<file path="src/common/exer_pkg.sv">
package exer_pkg;

	////////////////////////////////////////////////////////////
	// Line and address geometry
	////////////////////////////////////////////////////////////
	localparam int LINE_W     = 256;
	localparam int ADDR_W     = 28;
	localparam int WORD_W     = 32;
	localparam int LINE_WORDS = LINE_W / WORD_W;
	localparam int MEM_LINES  = 64;
	localparam int ADDR_STEP  = 8;
	localparam int IDX_W      = $clog2(MEM_LINES);
	localparam int STEP_SHIFT = $clog2(ADDR_STEP);

	// Run setting widths
	localparam int CNT_W = 8;
	localparam int GAP_W = 6;

	////////////////////////////////////////////////////////////
	// Memory timing
	////////////////////////////////////////////////////////////
	localparam int WR_LATENCY = 3;
	localparam int RD_LATENCY = 5;
	localparam int LAT_W      = 3;

	// Counter load values, completion when the counter hits zero
	localparam logic [LAT_W-1:0] WR_LAT_LOAD = LAT_W'(WR_LATENCY - 1);
	localparam logic [LAT_W-1:0] RD_LAT_LOAD = LAT_W'(RD_LATENCY - 1);

	// Pattern mixing constants
	localparam logic [WORD_W-1:0] PAT_LINE_MUL = 32'h9E37_79B9;
	localparam logic [WORD_W-1:0] PAT_WORD_MUL = 32'h0101_0101;

	typedef enum logic {
		OP_READ  = 1'b0,
		OP_WRITE = 1'b1
	} mem_op_e;

	typedef enum logic [1:0] {
		MODE_WRITE_VERIFY = 2'd0,
		MODE_WRITE_ONLY   = 2'd1,
		MODE_VERIFY_ONLY  = 2'd2
	} run_mode_e;

	typedef enum logic [1:0] {
		ST_IDLE  = 2'd0,
		ST_ISSUE = 2'd1,
		ST_GAP   = 2'd2,
		ST_DONE  = 2'd3
	} traffic_state_e;

endpackage

</file>
<file path="src/traffic/traffic_gen.sv">
module traffic_gen (
	input  logic                           clk,
	input  logic                           rst,
	input  logic                           start,
	input  exer_pkg::run_mode_e            mode,
	input  logic [exer_pkg::WORD_W-1:0]    seed,
	input  logic [exer_pkg::ADDR_W-1:0]    base_addr,
	input  logic [exer_pkg::CNT_W-1:0]     num_lines,
	input  logic [exer_pkg::GAP_W-1:0]     gap_cycles,
	input  logic                           mem_ready,
	input  logic [exer_pkg::LINE_W-1:0]    mem_rdata,
	input  logic [exer_pkg::LINE_W-1:0]    pat_line,
	output logic                           cmd_valid,
	output exer_pkg::mem_op_e              cmd_op,
	output logic [exer_pkg::ADDR_W-1:0]    cmd_addr,
	output logic [exer_pkg::LINE_W-1:0]    cmd_wdata,
	output logic [exer_pkg::CNT_W-1:0]     pat_index,
	output logic [exer_pkg::WORD_W-1:0]    pat_seed,
	output logic                           chk_valid,
	output logic [exer_pkg::ADDR_W-1:0]    chk_addr,
	output logic [exer_pkg::LINE_W-1:0]    chk_expect,
	output logic [exer_pkg::LINE_W-1:0]    chk_rdata,
	output logic                           busy,
	output logic                           done
);

	exer_pkg::traffic_state_e state_q;
	exer_pkg::mem_op_e        op_q;
	logic [exer_pkg::CNT_W-1:0] idx_q;
	logic [exer_pkg::GAP_W-1:0] gap_cnt_q;

	// Run settings captured at start
	exer_pkg::run_mode_e         mode_q;
	logic [exer_pkg::WORD_W-1:0] seed_q;
	logic [exer_pkg::ADDR_W-1:0] base_q;
	logic [exer_pkg::CNT_W-1:0]  lines_q;
	logic [exer_pkg::GAP_W-1:0]  gap_q;

	logic start_ok;
	logic cmd_done;
	logic last_line;
	logic run_end;
	logic [exer_pkg::ADDR_W-1:0] line_off;

	// Start is taken in IDLE and in the one-cycle DONE state
	assign start_ok  = start && (state_q == exer_pkg::ST_IDLE || state_q == exer_pkg::ST_DONE);
	assign cmd_done  = cmd_valid && mem_ready;
	assign last_line = (idx_q + 1'b1 == lines_q);
	// Write pass of a write-verify run rolls over into the read pass
	assign run_end   = last_line &&
		!(op_q == exer_pkg::OP_WRITE && mode_q == exer_pkg::MODE_WRITE_VERIFY);

	////////////////////////////////////////////////////////////
	// Sequencer
	////////////////////////////////////////////////////////////
	always_ff @(posedge clk)
	begin
		if (rst)
		begin
			state_q   <= exer_pkg::ST_IDLE;
			op_q      <= exer_pkg::OP_WRITE;
			idx_q     <= '0;
			gap_cnt_q <= '0;
		end
		else
		begin
			case (state_q)
				exer_pkg::ST_IDLE, exer_pkg::ST_DONE:
				begin
					if (start_ok)
					begin
						idx_q   <= '0;
						op_q    <= (mode == exer_pkg::MODE_VERIFY_ONLY) ?
							exer_pkg::OP_READ : exer_pkg::OP_WRITE;
						state_q <= exer_pkg::ST_ISSUE;
					end
					else
						state_q <= exer_pkg::ST_IDLE;
				end
				exer_pkg::ST_ISSUE:
				begin
					if (cmd_done)
					begin
						if (last_line)
						begin
							idx_q <= '0;
							op_q  <= exer_pkg::OP_READ;
						end
						else
							idx_q <= idx_q + 1'b1;
						if (run_end)
							state_q <= exer_pkg::ST_DONE;
						else if (gap_q != '0)
						begin
							gap_cnt_q <= gap_q;
							state_q   <= exer_pkg::ST_GAP;
						end
					end
				end
				default:
				begin
					// Idle spacing, counts down to the next command
					gap_cnt_q <= gap_cnt_q - 1'b1;
					if (gap_cnt_q == 1)
						state_q <= exer_pkg::ST_ISSUE;
				end
			endcase
		end
	end

	always_ff @(posedge clk)
	begin
		if (start_ok)
		begin
			mode_q  <= mode;
			seed_q  <= seed;
			base_q  <= base_addr;
			lines_q <= num_lines;
			gap_q   <= gap_cycles;
		end
	end

	////////////////////////////////////////////////////////////
	// Command and checker outputs
	////////////////////////////////////////////////////////////
	assign line_off = {{(exer_pkg::ADDR_W - exer_pkg::CNT_W - exer_pkg::STEP_SHIFT){1'b0}},
		idx_q, {exer_pkg::STEP_SHIFT{1'b0}}};

	assign cmd_valid = (state_q == exer_pkg::ST_ISSUE);
	assign cmd_op    = op_q;
	assign cmd_addr  = base_q + line_off;
	assign cmd_wdata = pat_line;
	assign pat_index = idx_q;
	assign pat_seed  = seed_q;

	// Checker sees every read in its completion cycle
	assign chk_valid  = cmd_done && (op_q == exer_pkg::OP_READ);
	assign chk_addr   = cmd_addr;
	assign chk_expect = pat_line;
	assign chk_rdata  = mem_rdata;

	assign busy = (state_q == exer_pkg::ST_ISSUE) || (state_q == exer_pkg::ST_GAP);
	assign done = (state_q == exer_pkg::ST_DONE);

endmodule

</file>
<file path="config.mk">
export PLATFORM = sky130hd
export DESIGN_NAME = traffic_gen
export DESIGN_NICKNAME = d
export VERILOG_FILES = /design/src/common/exer_pkg.sv /design/src/traffic/traffic_gen.sv
export SDC_FILE = /design/constraint.sdc
export NUM_CORES = 1
export LEC_CHECK = 0
export BUFFER_PORTS_ARGS = -buffer_cell sky130_fd_sc_hd__buf_2
export CAP_MARGIN = 20
export CELL_PAD_IN_SITES_DETAIL_PLACEMENT = 0
export CELL_PAD_IN_SITES_GLOBAL_PLACEMENT = 1
export CORE_AREA = 4 4 568 570
export DETAILED_ROUTE_END_ITERATION = 16
export DIE_AREA = 0 0 572 574
export PLACE_DENSITY_LB_ADDON = 0.1
export SYNTH_ARGS = -nofsm -noshare
export SYNTH_HDL_FRONTEND = slang
export SYNTH_SLANG_ARGS = --single-unit
</file>
<file path="constraint.sdc">
create_clock -name clk -period 4.3 [get_ports clk]
set_input_delay 0.43 -clock clk [delete_from_list [all_inputs] [get_ports clk]]
set_output_delay 0.43 -clock clk [all_outputs]
set_load 0.01 [all_outputs]
</file>
==> flow_metrics.env <==
export IMPL_status="finished clean"
export IMPL_synth_top_area_share_pct=58.8
export IMPL_critPathKind="reg2out"
export IMPL_fmax_mhz=265
export IMPL_leakage_nw=2.36
export IMPL_post_cts_buffers=0
export IMPL_wirelength_um=159000
export IMPL_finalMaxSlewViolations=0
export IMPL_cts_buffer_depth=2
export IMPL_dieArea_sq_um=328000
export IMPL_final_nets=1123
export IMPL_regArea_sq_um=2620
export IMPL_final_common_cell="buf_2"
export IMPL_first_pass_iters=4
export IMPL_drive_gt1_share_pct=41.3
export IMPL_hold_viol_final=0
export IMPL_cts_max_level=3
export IMPL_start_util_pct=3.22
export IMPL_grt_setup_unrepaired="false"
export IMPL_synth_top_area_cell="buf_4"
export IMPL_required_ns=3.87
export IMPL_stdcell_area_sq_um=10700
export IMPL_io_pins=1461
export IMPL_insertion_delay_ns=0.40
export IMPL_synthesis_instances=1124
export IMPL_die_w_um=572
export IMPL_vias_per_cell=1.08
export IMPL_grt_busiest_layer="met2"
export IMPL_use_met2_pct=15.3
export IMPL_end_kind="output pin"
export IMPL_fp_dieH_um=574
export IMPL_gr_usage_met3_pct=15.0
export IMPL_grt_pass1_wl_um=171000
export IMPL_num_rows=207
export IMPL_start_kind="flop"
export IMPL_cts_root_buf="clkbuf_16"
export IMPL_syn_avg_cell_area_sq_um=9.09
export IMPL_async_reset_ff_share_pct=0
export IMPL_drt_first_iter_violations=264
export IMPL_path_cells="ha_1 > fa_1 > a21o_1 > a21oi_1 > o21bai_1 > a2111o_1 > nand4_1 > xnor2_1 > buf_4 > buf_2"
export IMPL_cp_max_fo=9
export IMPL_finalCritPeriodShare_pct=87.9
export IMPL_netlist_area_sq_um=10200
export IMPL_dp_hpwl_um=151000
export IMPL_clk_pin_slew_ns=0.08
export IMPL_tightest_slew_ns=1.07
export IMPL_grt_max_degree=44
export IMPL_tritoncts="done"
export IMPL_antenna_found_initial=29
export IMPL_holdWs_ns=0.199
export IMPL_multi_input_comb_area_sq_um=1500
export IMPL_fin_crit_ns=3.78
export IMPL_cpPeakStageDelay_ns=0.63
export IMPL_yosys_warnings=0
export IMPL_gp_congestion=0.761
export IMPL_hp_class="in2reg"
export IMPL_grt_overflow=0
export IMPL_slew_headroom_pct=27.9
export IMPL_arrival_ns=3.35
export IMPL_vias=5088
export IMPL_wl_per_cell_um=33.7
export IMPL_nFillCells=37622
export IMPL_setup_tns_final_ns=0
export IMPL_synth_edff_count=76
export IMPL_post_route_util_pct=3.37
export IMPL_area_growth_pct=4.52
export IMPL_setup_viol=0
export IMPL_io_buffers=180
export IMPL_peakVddDrop_v=0.000161
export IMPL_cts_resized=0
export IMPL_instances_no_fill=4708
export IMPL_clock_skew_final_ns=0.00827
export IMPL_coreArea_sq_um=317000
export IMPL_remaining_drc_errors=0
export IMPL_grt_pass1_vias=5331
export IMPL_ys_seq_area_share_pct=25.7
export IMPL_synth_area_top_cells="buf_4 59%, edfxtp_1 22%, dfxtp_1 3.3%"
export IMPL_powerDensity_nw_per_um2=322
export IMPL_ant_nets=0
export IMPL_cpMaxStageDelayCell="a2111o_1"
export IMPL_post_synth_num_cell_types=51
export IMPL_placed_area_sq_um=10400
export IMPL_synth_net_count=1731
export IMPL_ctsHoldBuffers=0
export IMPL_clock_sinks=93
export IMPL_met1_usage_pct=3.80
export IMPL_dp_cells=4685
export IMPL_cap_violations=0
export IMPL_synth_flop_cell="edfxtp_1"
export IMPL_gr_usage_all_layers_pct=9.21
export IMPL_mostFrequentLayoutCells="180 x buf_2, 76 x edfxtp_1, 28 x xnor2_1, 20 x nor2_1"
export IMPL_cts_made_buffers=9
export IMPL_synth_seq_cells=93
Yosys cell counts, types with 2 or more instances:
master / count
or3_1: 6
clkbuf_1: 5
buf_6: 2
xor2_1: 5
a31oi_1: 5
a22o_1: 6
a21oi_1: 16
nor3b_1: 2
and3_1: 4
nand3_1: 14
nor2_1: 20
xnor2_1: 28
or4_1: 3
nand2_1: 17
buf_4: 801
nor3_1: 8
nand4_1: 7
o21bai_1: 2
o21ai_0: 6
edfxtp_1: 76
nand3b_1: 2
a311oi_1: 2
or4b_2: 2
a21o_1: 3
ha_1: 14
inv_1: 10
and4_1: 5
and2_1: 4
nor4_1: 2
o31ai_1: 10
dfxtp_1: 17
worst max-delay path, delay by kind of cell (launching register included):
family	cells	cell delay (ns)
adder cells (fa/ha/maj)	2	0.64
AO/OA/AOI/OAI	4	1.18
AND/OR/NAND/NOR	1	0.21
buffers and inverters	2	0.34
XOR/XNOR	1	0.21
flip-flops	1	0.38
state kept, by name (all words and copies together), names as in the netlist:
name,count
pat_seed,32
mode_q,2
base_q,28
pat_index,8
gap_q,6
lines_q,8
cmd_op,1
gap_cnt_q,6
state_q,2
routing by layer:
layer	up-vias	wire, um
li1	1631	-
met1	1986	22800
met2	1244	74100
met3	179	55200
met4	48	5650
met5	-	951
stage by stage:
stage | total power (W) | setup slack [ns]
5_1_grt | 0.00374 | 0.202
2_1_floorplan | 0.00279 | 1.28
6_report | 0.00344 | 0.522
3_3_place_gp | 0.00269 | 0.755
3_5_place_dp | 0.00266 | 0.810
4_1_cts | 0.00361 | 0.337
cell type report:
cell class / instances / area share (%)
well taps: 4180 / 49.0
flip-flops and latches: 93 / 24.6
multi-input cells: 212 / 14.1
repair buffers: 190 / 9.14
clock buffers: 11 / 2.18
clock inverters: 5 / 0.574
inverters: 10 / 0.351
diodes: 7 / 0.164
path summary, 6_finish.rpt:
check / startpoint / end / slack (ns) / cells past startpoint
hold / removal: base_addr[17] / base_q[17] / 0.20 / 1
setup reg to reg: pat_index[1] / gap_cnt_q[3] / 1.19 / 7
hold reg to reg: gap_cnt_q[5] / gap_cnt_q[5] / 0.51 / 2
setup / recovery: base_q[3] / chk_addr[27] / 0.52 / 10
cells by family (layout without fill, tap and decap cells):
| group | count (synthesis) | after routing | synth area share (%) |
|---|---|---|---|
| XOR/XNOR | 33 | 33 | 2.83 |
| adder cells (fa/ha/maj) | 15 | 15 | 1.91 |
| flip-flops | 93 | 93 | 25.7 |
| buffers and inverters | 819 | 216 | 59.6 |
| other | 0 | 7 | 0 |
| AO/OA/AOI/OAI | 58 | 58 | 4.03 |
| AND/OR/NAND/NOR | 106 | 106 | 5.93 |
where the power goes:
| group | switching (W) | leakage (nW) | internal [W] |
|---|---|---|---|
| registers | 0.000132 | 0.866 | 0.00123 |
| logic | 0.000788 | 1.35 | 0.000399 |
| clock network | 0.000442 | 0.144 | 0.000456 |
| total | 0.00136 | 2.36 | 0.00208 |
No activity file was read; power rests on OpenSTA's default activity.
